--- src/ram_ext_pkg.sv ---
// ==============================
// Shared types for the RAM expansion control logic
// Bus fields keep the Z80 active-low naming of the host connector
// bank_sel_t packs cccbbb with ccc in the upper three bits
// ==============================
package ram_ext_pkg;

  // One clock's sample of the host bus, address bit 8 is carried but not decoded
  typedef struct packed {
    logic       mreq_b;
    logic       iorq_b;
    logic       wr_b;
    logic       rd_b;
    logic       m1_b;
    logic       rfsh_b;
    logic       adr15;
    logic       adr14;
    logic       adr8;
    logic [7:0] data;
  } cpc_bus_t;

  // Bank select register as written by the host, cccbbb
  typedef struct packed {
    logic [2:0] bank;
    logic [2:0] scheme;
  } bank_sel_t;

  // Tracker view of the current memory cycle
  typedef struct packed {
    logic       active;
    logic       write;
    logic       first;
    logic [1:0] quadrant;
    logic       rd_b;
  } mem_cycle_t;

  // Mapper decision for the current quadrant
  typedef struct packed {
    logic       exp_sel;
    logic [1:0] block;
    logic       a15_drive;
    logic       rd_drive;
  } map_result_t;

  // Registered RAM controls and bus drive requests
  typedef struct packed {
    logic ramcs_b;
    logic ramoe_b;
    logic ramwe_b;
    logic ramdis;
    logic drive_rd_low;
    logic drive_a15_high;
  } ram_ctl_t;

  // Strobes inactive, internal RAM enabled and nothing driven on the bus
  localparam ram_ctl_t RAM_CTL_IDLE = '{
    ramcs_b: 1'b1, ramoe_b: 1'b1, ramwe_b: 1'b1,
    ramdis: 1'b0, drive_rd_low: 1'b0, drive_a15_high: 1'b0
  };

  // Data bits 7..6 of an I/O write must carry this tag to load the bank select
  localparam logic [1:0] BANK_SEL_TAG = 2'b11;

  // Block switching schemes, the bbb field
  localparam logic [2:0] SCHEME_INTERNAL = 3'd0;
  localparam logic [2:0] SCHEME_TOP      = 3'd1;
  localparam logic [2:0] SCHEME_ALL      = 3'd2;
  localparam logic [2:0] SCHEME_C3       = 3'd3;
  localparam logic [2:0] SCHEME_WIN0     = 3'd4;
  localparam logic [2:0] SCHEME_WIN1     = 3'd5;
  localparam logic [2:0] SCHEME_WIN2     = 3'd6;
  localparam logic [2:0] SCHEME_WIN3     = 3'd7;

endpackage

--- src/bank_mapper.sv ---
// ==============================
// Maps scheme and quadrant to expansion or internal RAM
// Purely combinational, bank bits are not looked at here
// C3 quadrant 1 needs the overdrive DIP for A15 forcing
// ==============================
`timescale 1ns/1ps

module bank_mapper #(
  parameter int BANK_BITS = 3
) (
  input  ram_ext_pkg::mem_cycle_t  cyc,
  input  ram_ext_pkg::bank_sel_t   bank_sel,
  input  logic                     overdrive,
  output ram_ext_pkg::map_result_t map
);
  import ram_ext_pkg::*;

  logic       exp_sel;
  logic [1:0] block;
  logic       a15_drive;

  // The bank field is three bits, so a wider card cannot be addressed
  if (BANK_BITS < 1 || BANK_BITS > 3) begin : g_bank_bits_check
    $error("BANK_BITS must be between 1 and 3");
  end

  // Quadrant to block table per scheme
  //   scheme   q0  q1  q2  q3
  //   internal -   -   -   -
  //   top      -   -   -   3
  //   all      0   1   2   3
  //   c3       -   *   -   3
  //   winN     -   N   -   -
  // In c3 quadrant 1 stays internal but the gate array is made to see A15 high,
  // so the host reads its own internal block 3 at 0x4000
  always_comb begin
    exp_sel   = 1'b0;
    block     = cyc.quadrant;
    a15_drive = 1'b0;
    case (bank_sel.scheme)
      SCHEME_INTERNAL: begin
        exp_sel = 1'b0;
      end
      SCHEME_TOP: begin
        if (cyc.quadrant == 2'd3) begin
          exp_sel = 1'b1;
          block   = 2'd3;
        end
      end
      SCHEME_ALL: begin
        // Straight through, block follows the quadrant
        exp_sel = 1'b1;
      end
      SCHEME_C3: begin
        if (cyc.quadrant == 2'd3) begin
          exp_sel = 1'b1;
          block   = 2'd3;
        end else if (cyc.quadrant == 2'd1) begin
          a15_drive = overdrive;
        end
      end
      SCHEME_WIN0, SCHEME_WIN1, SCHEME_WIN2, SCHEME_WIN3: begin
        // Low two scheme bits name the block shown in the 0x4000 window
        if (cyc.quadrant == 2'd1) begin
          exp_sel = 1'b1;
          block   = bank_sel.scheme[1:0];
        end
      end
    endcase
  end

  // Older hosts drive rd_b themselves during writes
  // In overdrive mode the card pulls it low so internal RAM stays quiet
  assign map = '{
    exp_sel:   exp_sel,
    block:     block,
    a15_drive: a15_drive,
    rd_drive:  exp_sel && cyc.write && overdrive
  };

endmodule

--- src/bank_port_decode.sv ---
// ==============================
// Bank select port, any I/O write with A15 low and data 11cccbbb
// Address bits other than A15 are not decoded
// The new mapping applies two clocks after the write is sampled
// Overdrive DIP is only read while reset_b is held low
// ==============================
`timescale 1ns/1ps

module bank_port_decode (
  input  logic                   clk,
  input  logic                   reset_b,
  input  ram_ext_pkg::cpc_bus_t  bus,
  input  logic                   dip_overdrive,
  output ram_ext_pkg::bank_sel_t bank_sel,
  output logic                   overdrive
);
  import ram_ext_pkg::*;

  logic       io_sel_now;
  logic       io_sel_q;
  logic       io_sel_d;
  logic       io_wr_stb;
  logic [5:0] wdata_q;

  // Bank select write as seen on the bus right now
  assign io_sel_now = !bus.iorq_b && !bus.wr_b && !bus.adr15
                      && (bus.data[7:6] == BANK_SEL_TAG);

  // Input register for the decode, plus one delayed copy for edge detection
  always_ff @(posedge clk) begin
    if (!reset_b) begin
      io_sel_q <= 1'b0;
      io_sel_d <= 1'b0;
    end else begin
      io_sel_q <= io_sel_now;
      io_sel_d <= io_sel_q;
    end
  end

  // Grab the data byte on the first sample of the write
  // The host may change data later in the I/O cycle so it is held here
  always_ff @(posedge clk) begin
    if (io_sel_now && !io_sel_q) begin
      wdata_q <= bus.data[5:0];
    end
  end

  // One clock wide, on the rising edge of the registered decode
  // A write held over several clocks still fires only once
  assign io_wr_stb = io_sel_q && !io_sel_d;

  // cccbbb lands with ccc in the bank field and bbb in the scheme field
  always_ff @(posedge clk) begin
    if (!reset_b) begin
      bank_sel <= '0;
    end else if (io_wr_stb) begin
      bank_sel <= wdata_q;
    end
  end

  // Tracks the DIP while reset is held, then keeps the last value
  always_ff @(posedge clk) begin
    if (!reset_b) begin
      overdrive <= dip_overdrive;
    end
  end

  // The mapping only moves on a host write, never on its own
  a_bank_sel_only_on_write : assert property (
    @(posedge clk) disable iff (!reset_b)
    $past(reset_b) && !$past(io_wr_stb) |-> $stable(bank_sel)
  ) else $error("bank_sel changed without a bank select write");

endmodule

--- src/mem_cycle_tracker.sv ---
// ==============================
// Follows Z80 memory cycles from the sampled bus
// Outputs lag the bus by one clock
// Refresh cycles are never marked active
// Quadrant is frozen at cycle start
// ==============================
`timescale 1ns/1ps

module mem_cycle_tracker (
  input  logic                    clk,
  input  logic                    reset_b,
  input  ram_ext_pkg::cpc_bus_t   bus,
  output ram_ext_pkg::mem_cycle_t cyc,
  output ram_ext_pkg::cpc_bus_t   bus_q
);
  import ram_ext_pkg::*;

  logic       start_now;
  logic       write_d;
  logic       first_q;
  logic       active_q;
  logic       write_q;
  logic [1:0] quadrant_q;

  // bus_q.mreq_b holds the previous mreq level, so a fall is seen here
  assign start_now = !bus.mreq_b && bus_q.mreq_b && bus.rfsh_b;

  // Write flag rules
  // At cycle start a read shows rd_b or m1_b low, otherwise it is a write,
  // which lets the flag be set before the late wr_b strobe arrives
  always_comb begin
    write_d = write_q;
    if (bus.mreq_b) begin
      write_d = 1'b0;
    end else if (start_now) begin
      write_d = !bus.wr_b || (bus.rd_b && bus.m1_b);
    end else if (!bus.wr_b && bus.rfsh_b) begin
      // wr_b falling partway through the cycle
      write_d = 1'b1;
    end
  end

  always_ff @(posedge clk) begin
    if (!reset_b) begin
      // All strobes inactive
      bus_q      <= '1;
      first_q    <= 1'b0;
      active_q   <= 1'b0;
      write_q    <= 1'b0;
      quadrant_q <= 2'd0;
    end else begin
      bus_q    <= bus;
      first_q  <= start_now;
      active_q <= !bus.mreq_b && bus.rfsh_b;
      write_q  <= write_d;
      // A15 is only trusted at mreq fall, a driven A15 must not move the quadrant
      if (start_now) begin
        quadrant_q <= {bus.adr15, bus.adr14};
      end
    end
  end

  assign cyc = '{
    active:   active_q,
    write:    write_q,
    first:    first_q,
    quadrant: quadrant_q,
    rd_b:     bus_q.rd_b
  };

  // mreq must rise again before another cycle can start
  a_first_single : assert property (
    @(posedge clk) disable iff (!reset_b)
    first_q |=> !first_q
  ) else $error("first asserted on two consecutive clocks");

endmodule

--- src/ram_ext_top.sv ---
// ==============================
// RAM expansion control, top level
// BANK_BITS 3 for a 512K card, 2 for 256K
// Drive requests stand in for the tristate pins
// Bus to RAM control latency is two clocks
// ==============================
`timescale 1ns/1ps

module ram_ext_top #(
  parameter int BANK_BITS = 3
) (
  input  logic                  clk,
  input  logic                  reset_b,
  input  ram_ext_pkg::cpc_bus_t bus,
  input  logic                  dip_overdrive,
  output ram_ext_pkg::ram_ctl_t ram_ctl,
  output logic [BANK_BITS+1:0]  ramadrhi
);
  import ram_ext_pkg::*;

  bank_sel_t   bank_sel;
  logic        overdrive;
  mem_cycle_t  cyc;
  map_result_t map;

  // Bank select port and overdrive DIP latch
  bank_port_decode u_port (
    .clk           (clk),
    .reset_b       (reset_b),
    .bus           (bus),
    .dip_overdrive (dip_overdrive),
    .bank_sel      (bank_sel),
    .overdrive     (overdrive)
  );

  // Memory cycle tracking, the registered bus copy is only used inside
  mem_cycle_tracker u_cycle (
    .clk     (clk),
    .reset_b (reset_b),
    .bus     (bus),
    .cyc     (cyc),
    .bus_q   ()
  );

  // Scheme and quadrant to block
  bank_mapper #(
    .BANK_BITS (BANK_BITS)
  ) u_map (
    .cyc       (cyc),
    .bank_sel  (bank_sel),
    .overdrive (overdrive),
    .map       (map)
  );

  // Registered RAM strobes and high address
  ram_strobe_gen #(
    .BANK_BITS (BANK_BITS)
  ) u_strobe (
    .clk      (clk),
    .reset_b  (reset_b),
    .cyc      (cyc),
    .map      (map),
    .bank_sel (bank_sel),
    .ram_ctl  (ram_ctl),
    .ramadrhi (ramadrhi)
  );

endmodule

--- src/ram_strobe_gen.sv ---
// ==============================
// Registers the RAM strobes and drive requests
// One clock behind the tracker outputs
// Only the low BANK_BITS of the bank reach the RAM address
// ==============================
`timescale 1ns/1ps

module ram_strobe_gen #(
  parameter int BANK_BITS = 3
) (
  input  logic                     clk,
  input  logic                     reset_b,
  input  ram_ext_pkg::mem_cycle_t  cyc,
  input  ram_ext_pkg::map_result_t map,
  input  ram_ext_pkg::bank_sel_t   bank_sel,
  output ram_ext_pkg::ram_ctl_t    ram_ctl,
  output logic [BANK_BITS+1:0]     ramadrhi
);
  import ram_ext_pkg::*;

  logic cs;

  // Expansion RAM access in a real memory cycle, refresh excluded by the tracker
  assign cs = cyc.active && map.exp_sel;

  always_ff @(posedge clk) begin
    if (!reset_b) begin
      ram_ctl <= RAM_CTL_IDLE;
    end else begin
      ram_ctl.ramcs_b <= !cs;
      ram_ctl.ramwe_b <= !(cs && cyc.write);
      // Output enable follows the host read strobe
      ram_ctl.ramoe_b <= !(cs && !cyc.rd_b);
      // Internal RAM is switched off whenever the card answers
      ram_ctl.ramdis  <= cs;
      ram_ctl.drive_rd_low   <= cyc.active && map.rd_drive;
      ram_ctl.drive_a15_high <= cyc.active && map.a15_drive;
    end
  end

  // Upper RAM address is bank then block, bank bits above BANK_BITS dropped
  always_ff @(posedge clk) begin
    ramadrhi <= {bank_sel.bank[BANK_BITS-1:0], map.block};
  end

  // Chip select without the internal-RAM disable would put two RAMs on the bus
  a_cs_needs_ramdis : assert property (
    @(posedge clk) disable iff (!reset_b)
    !ram_ctl.ramcs_b |-> ram_ctl.ramdis
  ) else $error("ramcs_b low while ramdis low");

  // A write strobe is only meaningful with the chip selected
  a_we_needs_cs : assert property (
    @(posedge clk) disable iff (!reset_b)
    !ram_ctl.ramwe_b |-> !ram_ctl.ramcs_b
  ) else $error("ramwe_b low while ramcs_b high");

endmodule

--- config.mk ---
export PLATFORM = sky130hd
export DESIGN_NAME = ram_ext_top
export DESIGN_NICKNAME = d
export VERILOG_FILES = /design/src/ram_ext_pkg.sv /design/src/bank_mapper.sv /design/src/bank_port_decode.sv /design/src/mem_cycle_tracker.sv /design/src/ram_ext_top.sv /design/src/ram_strobe_gen.sv
export SDC_FILE = /design/constraint.sdc
export NUM_CORES = 1
export LEC_CHECK = 0
export BUFFER_PORTS_ARGS = -buffer_cell sky130_fd_sc_hd__buf_2
export CAP_MARGIN = 20
export CORE_ASPECT_RATIO = 0.7
export CORE_MARGIN = 3
export CORE_UTILIZATION = 52
export DETAILED_ROUTE_END_ITERATION = 16
export HOLD_SLACK_MARGIN = 0.12
export PLACE_DENSITY = 0.9
export SKIP_LAST_GASP = 1
export SLEW_MARGIN = 40
export SYNTH_ARGS = -nofsm -noshare
export SYNTH_HDL_FRONTEND = slang
export SYNTH_SLANG_ARGS = --single-unit
--- constraint.sdc ---
create_clock -name clk -period 2.4 [get_ports clk]
set_input_delay 0.24 -clock clk [delete_from_list [all_inputs] [get_ports clk]]
set_output_delay 0.24 -clock clk [all_outputs]
set_load 0.1 [all_outputs]
==> results of run 1 <==
## per-stage QoR
| stage | util | area [µm²] | instances |
|---|---|---|---|
| 2_1_floorplan | - | 1030 | 87 |
| 3_3_place_gp | 0.688 | 1190 | 135 |
| 3_5_place_dp | 0.688 | 1190 | 135 |
| 4_1_cts | 0.775 | 1340 | 152 |
| 5_1_grt | 0.778 | 1340 | 152 |
| 6_report | 0.778 | 1340 | 152 |
## metal layers
| layer | wire [µm] | track usage |
|---|---|---|
| met2 | 1030 | 0.298 |
| met5 | 0 | 0 |
| met4 | 45 | 0.0814 |
| met1 | 889 | 0.220 |
| met3 | 167 | 0.0821 |
## cells in the mapped netlist
cell type	instances	area, µm²
dfxtp_1	25	500
nor2_1	9	33.8
edfxtp_1	7	210
mux2i_1	6	60.1
nand2_1	6	22.5
nand3_1	5	25.0
nand2b_1	4	25.0
nor3_1	4	20.0
a21oi_1	2	10.0
a21oi_2	2	17.5
and2_1	2	12.5
buf_4	2	15.0
inv_1	2	7.51
nand3b_1	2	15.0
nor2b_1	2	12.5
o21ai_0	2	10.0
a21boi_0	1	7.51
a31o_2	1	8.76
and4_1	1	8.76
inv_2	1	3.75
nor4_1	1	6.26
## where the power goes
group	leakage [nW]	internal (mW)	total, mW	switching [mW]
Clock	0.0329	0.140	0.304	0.164
Combinational	0.251	0.0292	0.0664	0.0372
Sequential	0.267	0.559	0.565	0.00608
## flip-flops by register name, indices dropped and copies added, names as in the netlist
| signal | cells |
|---|---|
| u_port.io_sel_q | 1 |
| u_cycle.write_q | 1 |
| u_cycle.active_q | 1 |
| u_port.wdata_q | 6 |
| u_port.io_sel_d | 1 |
| u_strobe.ramadrhi | 5 |
| u_port.overdrive | 1 |
| u_port.bank_sel | 6 |
| u_cycle.bus_q | 2 |
| u_cycle.quadrant_q | 2 |
| u_strobe.ram_ctl | 6 |
## worst max-delay path by stage
stage          depth (start not counted)                 end
2_1_floorplan                          3   u_port.wdata_q[0]
3_3_place_gp                           4   u_port.wdata_q[5]
3_5_place_dp                           4   u_port.wdata_q[5]
4_1_cts                                3   u_port.wdata_q[1]
5_1_grt                                3  u_port.bank_sel[5]
6_report                               3  u_port.bank_sel[5]
## cells by family after synthesis
| family | Yosys count | share of synthesized area |
|---|---|---|
| AOI/OAI and AO/OA | 8 | 0.0521 |
| muxes | 6 | 0.0582 |
| and+or+nand+nor | 36 | 0.176 |
| buffers and inverters | 5 | 0.0254 |
| DFF | 32 | 0.688 |
## final cells by class
class | count | area [µm²]
Tap cell | 21 | 26.3
Clock buffer | 7 | 55.1
Multi-Input combinational cell | 50 | 300
Clock inverter | 1 | 3.75
Inverter | 3 | 11.3
Fill cell | 98 | 384
Timing Repair Buffer | 38 | 235
Sequential cell | 32 | 711
## worst register-to-register path: stages, from the launching register on
cell,delay [ns]
dfxtp_1,0.40
nor2b_1,0.64
mux2i_1,0.31
nor2_1,0.07
==> impl_results.md, run 1 <==
- Worst reg2reg path depth: 3
- CTS buffer count: 5
- Synth Cell Area: 1030 µm²
- Routability congestion estimate: 0.723
- Commonest non-fill, non-tap cell in the layout: buf_2
- Pin count of the biggest net entering global routing: 11
- RSZ-0062 raised after global routing: no
- Fin crit period: about 1.5 ns
- # hold bufs at CTS: 9
- Lkg Pwr: ~0.55 nW
- Critical path origin: u_port.io_sel_q
- Slowest stage cell, crit path: nor2b_1
- Worst hold slack: 0.169 ns
- Worst VDD drop: 0.000621 V
- Critical Path AT: 1.74 ns
- Final Hold Fails: 0
- N_diodes: 0
- Commonest cells after routing, fill and taps aside: 29 x buf_2, 25 x dfxtp_1, 9 x nor2_1, 9 x dlygate4sd3_1, 7 x edfxtp_1
- Initial antenna violation count: 0
- Crit path launch type: register
- Max clock buf depth: 2
- Post-CTS Setup Bufs: 0
- Die height: 43.3 µm
- Fin nets: 150
- Die area: roughly 2600 µm²
- Actual slew at the worst max-slew pin: 0.751 ns
- Synth-to-layout area growth: 30.1%
- Final worst path period share: 0.634
- Final clock skew: 0.00558 ns
- Number of H-tree levels: 2
- Yosys warnings: 0
- Final-report max-slew violation count: 0
- Endpoints failing setup: 0
- Fin worst setup slack: just under 0.9 ns
- Final ANT Viol Nets: 0
- Crit path capture type: register
- Vias in the first global route: 747
- Clk Latency, worst-skew pair: 0.32 ns
- Critical path's top delay family: simple AND/OR/NAND/NOR gates
- Cells after Synth: 87
- GRT Overall Usage: 0.189
- Post-Syn Area per Cell: 11.9 µm²
- Outcome: complete, no violations
- Max Cap Viol: 0
- TritonRoute pass-1 iters: 4
- Hold path start: bus[9]
- CTS tree: done
- Seq/Total Area, Yosys: 0.688
- Vias/cell: 5.22
- Total design power: 0.936 mW
- Via count: 794
- R2r startpoint: u_port.io_sel_q
- Power Density: 697 nW/µm²
- Rel. slew slack: 0.498
- Hold WC Path Type: in2reg
- Setup_tns: 0 ns
- Synth Register Bits: 32
- Ratio of cells with drive above 1 in the final layout: 0.305
- Count of buffers from port buffering: 29
- Starting Density: 0.598
- Yosys cell types: 21
- FF-to-FF setup slack: 0.88 ns
- Max incr delay on CP: roughly 0.64 ns
- Synthesized Nets: 107
- Crit-path cells: nor2b_1 -> mux2i_1 -> nor2_1
- Die Wd: approximately 59 µm
- CORE AREA: about 1700 µm²
- Per-cell routed wire length: 14.0 µm
- First-pass GRT wire length: 3420 µm
- Initial drt markers: 32
- Detailed placement HPWL: 1380 µm
- Row count: 12
- I/O pins: 31
- WHS Endpoint: u_cycle.quadrant_q[0]
- Crit path kind: reg2reg
- WL final: 2130 µm
- DRC viols: 0
- Worst Path Required: 2.61 ns
- Clock tree sinks: 32
- Worst r2r dst: u_port.bank_sel[5]
- FMAX: 0.657 GHz
- Post-cts resize count: 0
- WHS Path Cells: 3
- Clk slew on worst S/H paths: 0.09 ns
- CTS root buffer: clkbuf_4
- Gr ovfl total: 0
- Worst-path fanout max: 6
- CP bufs+invs: 0
- Dpl ws: ~0.78 ns
Power figures use the tool's default switching activity.
==> run 2: changes to the inputs <==
--- a/config.mk
+++ b/config.mk
@@ -9,10 +9,10 @@
 export CAP_MARGIN = 20
 export CORE_ASPECT_RATIO = 0.7
 export CORE_MARGIN = 3
-export CORE_UTILIZATION = 52
+export CORE_UTILIZATION = 43
 export DETAILED_ROUTE_END_ITERATION = 16
 export HOLD_SLACK_MARGIN = 0.12
-export PLACE_DENSITY = 0.9
+export PLACE_DENSITY = 0.8
 export SKIP_LAST_GASP = 1
 export SLEW_MARGIN = 40
 export SYNTH_ARGS = -nofsm -noshare
==> constraint.sdc (replaced) <==
create_clock -name clk -period 1.4 [get_ports clk]
set_input_delay 0.14 -clock clk [delete_from_list [all_inputs] [get_ports clk]]
set_output_delay 0.14 -clock clk [all_outputs]
set_load 0.1 [all_outputs]
==> run 2 against run 1 <==
Against the previous run:
- clock power grew 74%
- setup slack lost 0.80 ns
- sequential share of layout area shrank 3.1 points
- worst hold slack lost 0.024 ns
- global-route usage shrank 4.8 points
- critical path type is now in2reg
- critical endpoint is now u_cycle.active_q
- largest cell class unchanged
==> impl_results.md, run 2 (synthesized netlist as in run 1, its figures left out) <==
- CORE AREA: 2210 µm² (was 1730 µm²)
- Die area: 3030 µm² (was 2560 µm²)
- Row count: 14 (was 12)
- Die Wd: 64.6 µm (was 59.3 µm)
- Vias/cell: 4.43 (was 5.22)
- Final worst path period share: 0.948
- Crit path launch type: input pin (was register)
- Worst-path fanout max: 3 (was 6)
- Logic gate share of total power: 0.076 (was 0.071)
- Final ANT Viol Nets: 0 (unchanged)
- Setup_tns: 0 ns (unchanged)
- Via count: 758 (was 794)
- Gr ovfl total: 0 (unchanged)
- Routability congestion estimate: 0.675 (was 0.723)
- Per-cell routed wire length: 11.3 µm (was 14.0 µm)
- CTS buffer count: 5 (unchanged)
- Endpoints failing setup: 0 (unchanged)
- WL final: 1940 µm (was 2130 µm)
- Count of buffers from port buffering: 29 (unchanged)
- Slowest stage cell, crit path: dlygate4sd3_1 (was nor2b_1)
- Final Hold Fails: 0 (unchanged)
- Seq pwr share: 0.597 (was 0.604)
- Max clock buf depth: 2 (unchanged)
- Actual slew at the worst max-slew pin: 0.488 ns (was 0.751 ns)
- DRC viols: 0 (unchanged)
- Synth-to-layout area growth: 38.2% (was 30.1%)
- Crit path capture type: register (unchanged)
- Fin nets: 158 (was 150)
- Vias in the first global route: 712 (was 747)
- Hold path start: reset_b (was bus[9])
- Net Sw Power: 0.356 mW (was 0.207 mW)
- Power Density: 1140 nW/µm² (was 697 nW/µm²)
- N_diodes: 0 (unchanged)
- Clk Latency, worst-skew pair: 0.32 ns (about the same)
- Detailed placement HPWL: 1290 µm (was 1380 µm)
- Starting Density: 0.468 (was 0.598)
- Ratio of cells with drive above 1 in the final layout: 0.295 (was 0.305)
- CP bufs+invs: 3 (was 0)
- Lkg Pwr: 0.588 nW (was 0.551 nW)
- CTS root buffer: clkbuf_4 (unchanged)
- Max Cap Viol: 0 (unchanged)
- Largest regs: u_port.bank_sel: 6 flops, u_port.wdata_q: 6 flops, u_strobe.ram_ctl: 6 flops (unchanged)
- Fin crit period: roughly 1.3 ns
- Crit path kind: in2reg (was reg2reg)
- Sw Ratio: 0.220 (was 0.221)
- Commonest cells after routing, fill and taps aside: 29 x buf_2, 25 x dfxtp_1, 15 x dlygate4sd3_1, 9 x nor2_1, 7 x edfxtp_1 (was 29 x buf_2, 25 x dfxtp_1, 9 x nor2_1, 9 x dlygate4sd3_1, 7 x edfxtp_1)
- Placed cell count: 148 (was 135)
- Worst VDD drop: 0.000466 V (was 0.000621 V)
- Post-CTS Setup Bufs: 0 (unchanged)
- Critical Path AT: 1.59 ns (was 1.74 ns)
- Initial antenna violation count: 0 (unchanged)
- Final Non-Filler Cells: 171 (was 152)
- Hold WC Path Type: in2reg (unchanged)
- Commonest non-fill, non-tap cell in the layout: buf_2 (unchanged)
- Worst hold slack: 0.145 ns (was 0.169 ns)
- Clock tree sinks: 32 (unchanged)
- Final-report max-slew violation count: 0 (unchanged)
- Critical path's top delay family: buffers and inverters (was simple AND/OR/NAND/NOR gates)
- Crit-path cells: dlygate4sd3_1 -> buf_2 -> nand2b_1 -> nor2_1 -> dlygate4sd3_1 (was nor2b_1 -> mux2i_1 -> nor2_1)
- Cell-internal power: 1.27 mW (was 0.729 mW)
- Initial drt markers: 12 (was 32)
- Part of the power in the clock network: 0.327 (was 0.325)
- Critical path origin: bus[16] (was u_port.io_sel_q)
- RSZ-0062 raised after global routing: no (unchanged)
- GRT Overall Usage: 0.140 (was 0.189)
- Clk slew on worst S/H paths: 0.10 ns (was 0.09 ns)
- Die height: 47.0 µm (was 43.3 µm)
- First-pass GRT wire length: 3070 µm (was 3420 µm)
- Final clock skew: 0.00659 ns (was 0.00558 ns)
- TritonRoute pass-1 iters: 4 (unchanged)
- Pin count of the biggest net entering global routing: 10 (was 11)
- FMAX: around 0.75 GHz
- CTS tree: done (unchanged)
- R2r startpoint: u_cycle.quadrant_q[0] (was u_port.io_sel_q)
- Max incr delay on CP: 0.55 ns (was 0.64 ns)
- Number of H-tree levels: 2 (unchanged)
- Outcome: complete, no violations (unchanged)
- Rel. slew slack: 0.677 (was 0.498)
- Worst Path Required: 1.67 ns (was 2.61 ns)
- I/O pins: 31 (unchanged)
- CP most frequent cell: dlygate4sd3_1
run 2: cell count changes in the layout (fill, tap and decap cells not counted), sizes merged:
cell / previous run / this run
buf: 29 / 31
clkinv: 1 / 0
dlygate4sd3: 9 / 15
clkbuf: 7 / 8
run 2: what timing repair did:
action / 4_1_cts / 5_1_grt
hold buffers: 15 / 0
gates resized for setup: 0 / 0
hold endpoints to repair: 13 / 0
run 2: cell type report:
cell class / count / area, µm²
clock buffer: 8 / 58.8
fill: 170 / 781
inverter: 3 / 11.3
multi-input combinational: 50 / 295
sequential: 32 / 711
tap: 32 / 40.0
timing repair buffer: 46 / 310
run 2: per-layer routing:
layer  share of wire  GRT usage  vias to the layer above
met2            0.46      0.215                       19
met4           0.024     0.0882                        0
li1                -          -                      399
met3           0.048     0.0550                        7
met1            0.47      0.171                      333
met5               0          0                        -
run 2: power groups by stage:
stage	logic, mW	clock network [mW]	registers (mW)
after floorplan	0.0321	0	1.01
after global placement	0.0889	0	0.988
after detailed placement	0.0923	0	0.990
after CTS	0.122	0.538	0.968
after global routing	0.135	0.582	0.971
final	0.124	0.530	0.968
run 2: final timing paths:
check / end / slack, ns / depth (start not counted)
max: u_cycle.active_q / 0.07 / 5
min: u_cycle.bus_q[16] / 0.14 / 2
max reg2reg: u_strobe.ram_ctl[1] / 0.36 / 3
min reg2reg: u_strobe.ramadrhi[3] / 0.35 / 0
run 2: worst reg2reg max path, cell delays in order, from the launching register on:
cell	delay, ns
dfxtp_1	0.44
nand2b_1	0.12
a21oi_2	0.22
and4_1	0.20
run 2: per-stage QoR:
step	total power, mW	area [µm²]	utilization	setup slack [ns]
6_report	1.62	1430	0.646	0.0726
4_1_cts	1.63	1430	0.646	0.0924
3_3_place_gp	1.08	1220	0.552	0.326
2_1_floorplan	1.04	1030	-	0.228
3_5_place_dp	1.08	1220	0.552	0.320
5_1_grt	1.69	1430	0.646	0.0390
